--- config.mk ---
export PLATFORM = sky130hd
export DESIGN_NAME = kickerController
export DESIGN_NICKNAME = d
export VERILOG_FILES = /design/src/kickerPkg.sv /design/src/pulseTrainTimer.sv /design/src/offsetAverager.sv /design/src/kickerGate.sv /design/src/kickerController.sv
export SDC_FILE = /design/constraint.sdc
export NUM_CORES = 1
export LEC_CHECK = 0
export BUFFER_PORTS_ARGS = -buffer_cell sky130_fd_sc_hd__buf_2
export CAP_MARGIN = 5
export CELL_PAD_IN_SITES_DETAIL_PLACEMENT = 0
export CELL_PAD_IN_SITES_GLOBAL_PLACEMENT = 2
export CORE_MARGIN = 2
export CORE_UTILIZATION = 40
export DETAILED_ROUTE_END_ITERATION = 16
export GPL_ROUTABILITY_DRIVEN = 0
export GPL_TIMING_DRIVEN = 0
export PLACE_DENSITY = 0.77
export SYNTH_ARGS = -nofsm -noshare
export SYNTH_HDL_FRONTEND = slang
export SYNTH_SLANG_ARGS = --single-unit
export TNS_END_PERCENT = 100
--- constraint.sdc ---
create_clock -name CLOCK_80MHZ -period 6.6 [get_ports CLOCK_80MHZ]
set_input_delay 0.66 -clock CLOCK_80MHZ [delete_from_list [all_inputs] [get_ports CLOCK_80MHZ]]
set_output_delay 0.66 -clock CLOCK_80MHZ [all_outputs]
set_load 0.02 [all_outputs]
--- src/kickerPkg.sv ---
package kickerPkg;

	// ========================================================================
	// defaults for the top level parameters
	// ========================================================================

	// cycle counter width, 18 bits covers over 3 ms at 80 MHz
	localparam int DEFAULT_COUNT_WIDTH = 18;
	// 2^5 = 32 samples in the moving average
	localparam int DEFAULT_AVG_LOG2 = 5;
	// phase saturates here, pulser counts as silent
	localparam int DEFAULT_MAX_PERIOD = 4000;
	// cycles the kicker stays on after a fault
	localparam int DEFAULT_FAULT_HOLD = 500;

	// ========================================================================
	// shared types
	// ========================================================================

	// cycle count for widths, phases and the mean
	typedef logic [DEFAULT_COUNT_WIDTH-1:0] countT;

	// number of pulser periods for kicker on / off
	typedef logic [6:0] ratioT;

	// one complete period of a pulse train
	// high samples from the rising edge, then low samples up to the next one
	typedef struct packed {
		countT highCycles;
		countT lowCycles;
	} periodRecordT;

	// kicker gate states
	// faultHold keeps the kicker on while it ramps down safely
	typedef enum logic [1:0] {
		idle,
		kickOff,
		kickOn,
		faultHold
	} kickStateT;

endpackage

--- src/pulseTrainTimer.sv ---
`timescale 1ns/1ps

module pulseTrainTimer #(
	parameter int COUNT_WIDTH = kickerPkg::DEFAULT_COUNT_WIDTH,
	parameter int MAX_PERIOD = kickerPkg::DEFAULT_MAX_PERIOD
)(
	input logic CLOCK_80MHZ,
	input logic resetButton,
	input logic trainIn,
	output kickerPkg::countT phase,
	output logic rise,
	output logic timedOut,
	output logic recordValid,
	output kickerPkg::periodRecordT record
);

	// arming sequence: low, rise, high, low, then every rise closes a period
	typedef enum logic [1:0] {
		waitLow,
		waitRise,
		firstPeriod,
		armed
	} armStateT;

	// saturation point of the phase counter
	localparam logic [COUNT_WIDTH-1:0] PHASE_MAX = COUNT_WIDTH'(MAX_PERIOD);

	armStateT armState;
	logic prevIn;
	logic riseDetect;
	kickerPkg::countT highCount;
	kickerPkg::countT lowCount;

	// first high sample after a low one, never before the first low
	assign riseDetect = trainIn && !prevIn && (armState != waitLow);

	// ========================================================================
	// arming FSM and edge strobes
	// ========================================================================
	always_ff @(posedge CLOCK_80MHZ)
	begin
		if (resetButton)
		begin
			armState <= waitLow;
			prevIn <= 1'b0;
			rise <= 1'b0;
			recordValid <= 1'b0;
		end
		else
		begin
			prevIn <= trainIn;
			rise <= riseDetect;
			// only a fully seen period is reported
			recordValid <= riseDetect && (armState == armed);
			case (armState)
				waitLow:
					if (!trainIn)
						armState <= waitRise;
				waitRise:
					if (riseDetect)
						armState <= firstPeriod;
				firstPeriod:
					// high part seen, low now closes the first period
					if (!trainIn)
						armState <= armed;
				default:
					armState <= armed;
			endcase
		end
	end

	// ========================================================================
	// phase since last rising edge
	// ========================================================================
	always_ff @(posedge CLOCK_80MHZ)
	begin
		// no edge seen yet counts as silent
		if (resetButton)
			phase <= PHASE_MAX;
		else if (riseDetect)
			phase <= '0;
		else if (phase != PHASE_MAX)
			phase <= phase + 1'b1;
	end

	assign timedOut = (phase == PHASE_MAX);

	// ========================================================================
	// high and low width counters
	// ========================================================================
	always_ff @(posedge CLOCK_80MHZ)
	begin
		if (riseDetect)
		begin
			// hand over the period that just ended
			record.highCycles <= highCount;
			record.lowCycles <= lowCount;
			// the rising sample itself is the first high one
			highCount <= kickerPkg::countT'(1);
			lowCount <= '0;
		end
		else if (trainIn)
		begin
			if (highCount != '1)
				highCount <= highCount + 1'b1;
		end
		else if (lowCount != '1)
			lowCount <= lowCount + 1'b1;
	end

endmodule

--- src/offsetAverager.sv ---
`timescale 1ns/1ps

module offsetAverager #(
	parameter int COUNT_WIDTH = kickerPkg::DEFAULT_COUNT_WIDTH,
	parameter int AVG_LOG2 = kickerPkg::DEFAULT_AVG_LOG2
)(
	input logic CLOCK_80MHZ,
	input logic resetButton,
	input logic sample,
	input kickerPkg::countT phase,
	input logic clear,
	output kickerPkg::countT meanOffset,
	output logic meanValid
);

	// ring depth, power of two so the mean is a plain shift
	localparam int DEPTH = 1 << AVG_LOG2;
	// sum of DEPTH phases never overflows this
	localparam int SUM_WIDTH = COUNT_WIDTH + AVG_LOG2;
	localparam logic [AVG_LOG2:0] FILL_FULL = (AVG_LOG2 + 1)'(DEPTH);
	localparam logic [AVG_LOG2:0] FILL_LAST = (AVG_LOG2 + 1)'(DEPTH - 1);

	// ring of sampled pulser phases
	kickerPkg::countT phaseRing [DEPTH];

	logic [AVG_LOG2-1:0] writePtr;
	logic [AVG_LOG2:0] fillCount;
	logic [SUM_WIDTH-1:0] phaseSum;
	logic [SUM_WIDTH-1:0] sumNext;
	logic [SUM_WIDTH-1:0] oldestPhase;
	logic ringFull;

	assign ringFull = (fillCount == FILL_FULL);

	// ========================================================================
	// running sum
	// ========================================================================

	// slot under writePtr holds the oldest sample once the ring is full
	// before that its contents are stale and must not be subtracted
	assign oldestPhase = ringFull ? SUM_WIDTH'(phaseRing[writePtr]) : '0;
	assign sumNext = phaseSum + SUM_WIDTH'(phase) - oldestPhase;

	// ring storage
	always_ff @(posedge CLOCK_80MHZ)
	begin
		if (sample && !clear)
			phaseRing[writePtr] <= phase;
	end

	// pointer, fill level, sum, valid flag
	always_ff @(posedge CLOCK_80MHZ)
	begin
		if (resetButton || clear)
		begin
			writePtr <= '0;
			fillCount <= '0;
			phaseSum <= '0;
			meanValid <= 1'b0;
		end
		else if (sample)
		begin
			// wraps naturally at DEPTH
			writePtr <= writePtr + 1'b1;
			phaseSum <= sumNext;
			if (!ringFull)
				fillCount <= fillCount + 1'b1;
			// valid together with the update holding the last slot
			if (fillCount == FILL_LAST)
				meanValid <= 1'b1;
		end
	end

	// ========================================================================
	// mean output
	// ========================================================================
	always_ff @(posedge CLOCK_80MHZ)
	begin
		// floor of sum / DEPTH
		if (sample && !clear)
			meanOffset <= sumNext[SUM_WIDTH-1:AVG_LOG2];
	end

endmodule

--- src/kickerGate.sv ---
`timescale 1ns/1ps

module kickerGate #(
	parameter int COUNT_WIDTH = kickerPkg::DEFAULT_COUNT_WIDTH,
	parameter int FAULT_HOLD = kickerPkg::DEFAULT_FAULT_HOLD
)(
	input logic CLOCK_80MHZ,
	input logic resetButton,
	input kickerPkg::countT phase,
	input kickerPkg::countT meanOffset,
	input logic meanValid,
	input logic timedOut,
	input kickerPkg::ratioT onRatio,
	input kickerPkg::ratioT offRatio,
	output logic kick,
	output logic fault,
	output logic clear
);

	// last cycle of the fault hold
	localparam logic [COUNT_WIDTH-1:0] HOLD_LAST = COUNT_WIDTH'(FAULT_HOLD - 1);

	kickerPkg::kickStateT state;
	kickerPkg::ratioT matchCount;
	logic [COUNT_WIDTH-1:0] holdCount;
	logic [7:0] matchNext;
	logic match;
	logic offDone;
	logic onDone;

	// pulser at the mean beam phase, and pulser still alive
	assign match = (phase == meanOffset) && !timedOut;

	// one wider so a count of 127 cannot wrap
	assign matchNext = {1'b0, matchCount} + 8'd1;
	// a ratio of 0 acts like 1
	assign offDone = (matchNext >= {1'b0, offRatio});
	assign onDone = (matchNext >= {1'b0, onRatio});

	// ========================================================================
	// gate FSM
	// ========================================================================
	always_ff @(posedge CLOCK_80MHZ)
	begin
		if (resetButton)
		begin
			state <= kickerPkg::idle;
			matchCount <= '0;
			holdCount <= '0;
			fault <= 1'b0;
			clear <= 1'b0;
		end
		else
		begin
			// strobes default low
			fault <= 1'b0;
			clear <= 1'b0;
			case (state)
				kickerPkg::idle:
				begin
					matchCount <= '0;
					// meanValid is still stale while our own clear is out
					if (meanValid && !clear)
						state <= kickerPkg::kickOff;
				end
				kickerPkg::kickOff:
				begin
					if (timedOut)
					begin
						// kicker already off, just restart
						state <= kickerPkg::idle;
						fault <= 1'b1;
						clear <= 1'b1;
					end
					else if (match)
					begin
						if (offDone)
						begin
							state <= kickerPkg::kickOn;
							matchCount <= '0;
						end
						else
							matchCount <= matchNext[6:0];
					end
				end
				kickerPkg::kickOn:
				begin
					if (timedOut)
					begin
						// pulser lost while on, keep kicker up for the hold time
						state <= kickerPkg::faultHold;
						holdCount <= '0;
						fault <= 1'b1;
						clear <= 1'b1;
					end
					else if (match)
					begin
						if (onDone)
						begin
							state <= kickerPkg::kickOff;
							matchCount <= '0;
						end
						else
							matchCount <= matchNext[6:0];
					end
				end
				default:
				begin
					// faultHold, FAULT_HOLD cycles then back to idle
					if (holdCount == HOLD_LAST)
						state <= kickerPkg::idle;
					else
						holdCount <= holdCount + 1'b1;
				end
			endcase
		end
	end

	// kicker follows the state directly
	assign kick = (state == kickerPkg::kickOn) || (state == kickerPkg::faultHold);

endmodule

--- src/kickerController.sv ---
`timescale 1ns/1ps

module kickerController #(
	parameter int COUNT_WIDTH = kickerPkg::DEFAULT_COUNT_WIDTH,
	parameter int AVG_LOG2 = kickerPkg::DEFAULT_AVG_LOG2,
	parameter int MAX_PERIOD = kickerPkg::DEFAULT_MAX_PERIOD,
	parameter int FAULT_HOLD = kickerPkg::DEFAULT_FAULT_HOLD
)(
	input logic CLOCK_80MHZ,
	input logic resetButton,
	input logic pulserIn,
	input logic beamIn,
	input kickerPkg::ratioT onRatio,
	input kickerPkg::ratioT offRatio,
	output kickerPkg::periodRecordT beamRecord,
	output logic beamRecordValid,
	output kickerPkg::countT meanOffset,
	output logic meanValid,
	output logic kick,
	output logic fault
);

	kickerPkg::countT pulserPhase;
	logic pulserTimedOut;
	logic beamRise;
	logic clearAverage;

	// ========================================================================
	// pulse train analysis
	// ========================================================================

	// pulser reference, only its phase and timeout are needed
	pulseTrainTimer #(
		.COUNT_WIDTH(COUNT_WIDTH),
		.MAX_PERIOD(MAX_PERIOD)
	) pulserTimer (
		.CLOCK_80MHZ(CLOCK_80MHZ),
		.resetButton(resetButton),
		.trainIn(pulserIn),
		.phase(pulserPhase),
		.rise(),
		.timedOut(pulserTimedOut),
		.recordValid(),
		.record()
	);

	// beam detector, rise strobes the averager, record goes out
	pulseTrainTimer #(
		.COUNT_WIDTH(COUNT_WIDTH),
		.MAX_PERIOD(MAX_PERIOD)
	) beamTimer (
		.CLOCK_80MHZ(CLOCK_80MHZ),
		.resetButton(resetButton),
		.trainIn(beamIn),
		.phase(),
		.rise(beamRise),
		.timedOut(),
		.recordValid(beamRecordValid),
		.record(beamRecord)
	);

	// ========================================================================
	// offset averaging
	// ========================================================================
	offsetAverager #(
		.COUNT_WIDTH(COUNT_WIDTH),
		.AVG_LOG2(AVG_LOG2)
	) averager (
		.CLOCK_80MHZ(CLOCK_80MHZ),
		.resetButton(resetButton),
		.sample(beamRise),
		.phase(pulserPhase),
		.clear(clearAverage),
		.meanOffset(meanOffset),
		.meanValid(meanValid)
	);

	// ========================================================================
	// trigger FSM
	// ========================================================================
	kickerGate #(
		.COUNT_WIDTH(COUNT_WIDTH),
		.FAULT_HOLD(FAULT_HOLD)
	) gate (
		.CLOCK_80MHZ(CLOCK_80MHZ),
		.resetButton(resetButton),
		.phase(pulserPhase),
		.meanOffset(meanOffset),
		.meanValid(meanValid),
		.timedOut(pulserTimedOut),
		.onRatio(onRatio),
		.offRatio(offRatio),
		.kick(kick),
		.fault(fault),
		.clear(clearAverage)
	);

endmodule

==> summary.txt <==
Max Clock Skew = 0.0407 ns
number of placed cells counting well taps = 3,072
drt drc = 0
hold endpoint = pulserTimer.armState[0]
FFs w/ async S/R, synth = 0%
Critical Path Source Type = register
dpl cell area = 0.0342 sq mm
Nets = 2,189
EDFF count, synth = 630
pre-CTS WS = -0.489 ns
gr ovfl total = 0
fin cells = 3,214
number of global-route vias before repair = 17,800
Worst Hold Launch = pulserIn
CP Capture Type = register
Filler Cell Count = 6,703
R2R Setup Slk = 0.29 ns
clk_lat worst skew = 0.64 ns
H-tree levels = 3
sequential fraction of the synthesis area = 67.9%
Longest Clk Path Bufs = 3
cell with the most instances after synthesis = edfxtp_1
CP bufs+invs = 3
Leakage = 12.1 nW
final WL = 76.3 mm
Rel. slew slack = 34.3%
largest net degree at the start of global routing = 40
Die H = 285 um
#FFs+latches synth = 760
Synth area leader = edfxtp_1
core box area = 0.0787 sq mm
I/O Buffers = 74
Clock Sinks = 760
multi-input logic area = 0.00955 sq mm
most frequent cells after synthesis = edfxtp_1 (630), mux4_2 (180), nor2_1 (164)
Area contributors post-synth = edfxtp_1 (60%), mux4_2 (13%), dfxtp_1 (8.2%)
Net Sw Frac = 22.5%
Synthesized Nets = 1,999
crit path DAT = 6.80 ns
Reg power frac = 50.4%
# IOs = 76
run status = completed
CTS Buf Count = 77
Post-Syn Instances = 1,910
mapped cell area = 0.0317 sq mm
Final Cell Area = 0.0369 sq mm
Crit-path slowest cell = dfxtp_1
Root Driver = clkbuf_16
Syn Area/Cell = 16.6 sq um
vias = 17,400
Detailed Place HPWL = 52.6 mm
Psw = 2.43 mW
Pwr per Cell Area = 292 mW/mm^2
Max Slew Vio Count = 0
GRT Total Usage = 18.8%
vias per inst = 5.43
Tmin final = 6.31 ns
num rows = 103
VDD IR-drop max = 0.184 mV
Synth Flop Type = edfxtp_1
Register Area = 0.0215 sq mm
final setup vio count = 0
first-pass GRT wire length = 113 mm
crit path max fanout = 10
fin crit share = 95.7%
CTS tree = built
Initial Util = 40.2%
Sum Neg Setup Slack = 0 ns
worst setup margin = 0.286 ns
Worst-path clk slew = 0.06 ns
worst hold slack = 0.266 ns
P&R area growth vs syn = 16.6%
area share of the largest cell type after synthesis = 59.7%
reg2reg end = averager.phaseSum[16]
Max-cap violations = 0
Post-CTS Hold Buffers = 0
critical path class = reg2reg
Synth warnings = 0
fmax = 158 MHz
die area = 0.0815 sq mm
CP top delay family = compound AO/OA/AOI/OAI gates
post-synthesis cell type count = 69
DR pass1 iterations = 7
Hold Crit Class = in2reg
Logic pwr share = 7.0%
r2r worst-path depth = 16
share of cells above drive strength 1 = 22.8%
routed len/inst = 23.7 um
initial antenna violation count = 4
chip width = 285 um
Slew @ Worst Pin = 0.985 ns
crit-path cells = clkbuf_2 -> clkbuf_2 -> mux4_2 -> mux4_2 -> mux2i_1 -> nor2_1 -> fa_1 -> inv_1 -> fa_1 -> a211oi_1 -> o21ai_1 -> a41oi_2 -> o21ai_1 -> a41oi_1 -> nor4_1 -> a311o_1
Clock power frac = 42.6%
Critical Path RT = 7.09 ns
Internal = 8.37 mW
Final Hold Fails = 0
RSZ-0062 raised after global routing = no
Min-Delay Path Depth = 2
initial detailed-routing violation count = 1,565
slowest stage delay, CP = 0.71 ns
Final ANT Viol Nets = 0
## kinds of logic (layout without fill, tap and decap cells)
group	Yosys count	after routing	synth area share (%)
compound gates	156	156	3.27
xor+xnor	111	111	3.07
fa+ha+maj	71	71	3.23
buf+inv	187	440	2.24
flops	760	760	67.9
mux	217	217	14.0
other cells	0	1	0
simple gates	408	408	6.29
## sequential cells by signal, summed over array words and instances (netlist names), 5 cells and up, named ones only
name	cells
gate.holdCount	18
averager.phaseSum	23
pulserTimer.phase	18
averager.meanOffset	18
gate.matchCount	7
averager.writePtr	5
averager.phaseRing	576
averager.fillCount	6
beamTimer.lowCount	18
beamTimer.highCount	18
beamTimer.record	36
## final cells by class
class	count	share of cell area, %
sequential	760	58.3
buffer	77	0.908
timing repair buffer	113	3.08
antenna	1	0.00677
clock inverter	45	1.56
multi-input combinational	963	25.8
clock buffer	97	5.65
tap	1050	3.56
inverter	108	1.10
## power groups by stage
stage          combinational [mW]  sequential, mW  clock, mW
2_1_floorplan               0.491            5.51          0
3_3_place_gp                0.689            5.56          0
3_5_place_dp                0.737            5.55          0
4_1_cts                     0.742            5.45       4.66
5_1_grt                     0.830            5.46       4.84
6_report                    0.753            5.44       4.60
## layout by cell type (no fill, tap or decap), types with 7 or more instances in the layout
cell,n
edfxtp_1,630
mux4_2,180
nor2_1,131
dfxtp_1,116
inv_1,108
clkbuf_16,80
buf_2,77
nand2_1,66
xnor2_1,61
clkbuf_1,58
ha_1,53
nand3_1,51
xor2_1,50
a21oi_1,45
mux2i_1,35
nor2_2,33
nand4_1,32
o21ai_0,30
buf_8,24
fa_1,18
nor3_1,15
clkbuf_2,14
dfxtp_2,14
buf_16,14
bufinv_16,13
clkinv_1,13
clkinv_2,13
and3_1,12
and4_1,11
buf_1,11
a21o_1,10
or3_1,9
a31oi_1,8
and2_1,7
## through the flow
step | total power, mW | utilization, %
global placement | 6.25 | 42.4
global route | 11.1 | 46.9
detailed placement | 6.29 | 43.4
CTS | 10.9 | 46.8
finish | 10.8 | 46.9
floorplan | 6.01 | -
## layer usage
layer	vias to the layer above	track usage [%]	part of all wire (%)
met5	-	0	0
met4	0	6.68	3.3
met3	132	4.71	7.7
met2	567	30.0	47
met1	8973	25.2	42
li1	7768	-	-
## timing repair
| action | in CTS | in global routing |
|---|---|---|
| pin swaps | 0 | 0 |
| gates resized for setup | 10 | 27 |
| endpoints found under the setup margin | 16 | 9 |
| setup buffers | 0 | 0 |
## how the worst max path moves through the flow
stage,startpoint,to,slack [ns],cells past startpoint
6_report,register,averager.phaseSum[16],0.29,16
4_1_cts,register,averager.phaseSum[16],0.007,15
5_1_grt,register,averager.phaseSum[16],0.09,16
3_5_place_dp,register,averager.phaseSum[16],-0.49,17
2_1_floorplan,register,averager.phaseSum[16],1.40,17
3_3_place_gp,register,averager.phaseSum[16],-0.49,17
(Power assumes the default switching activity.)
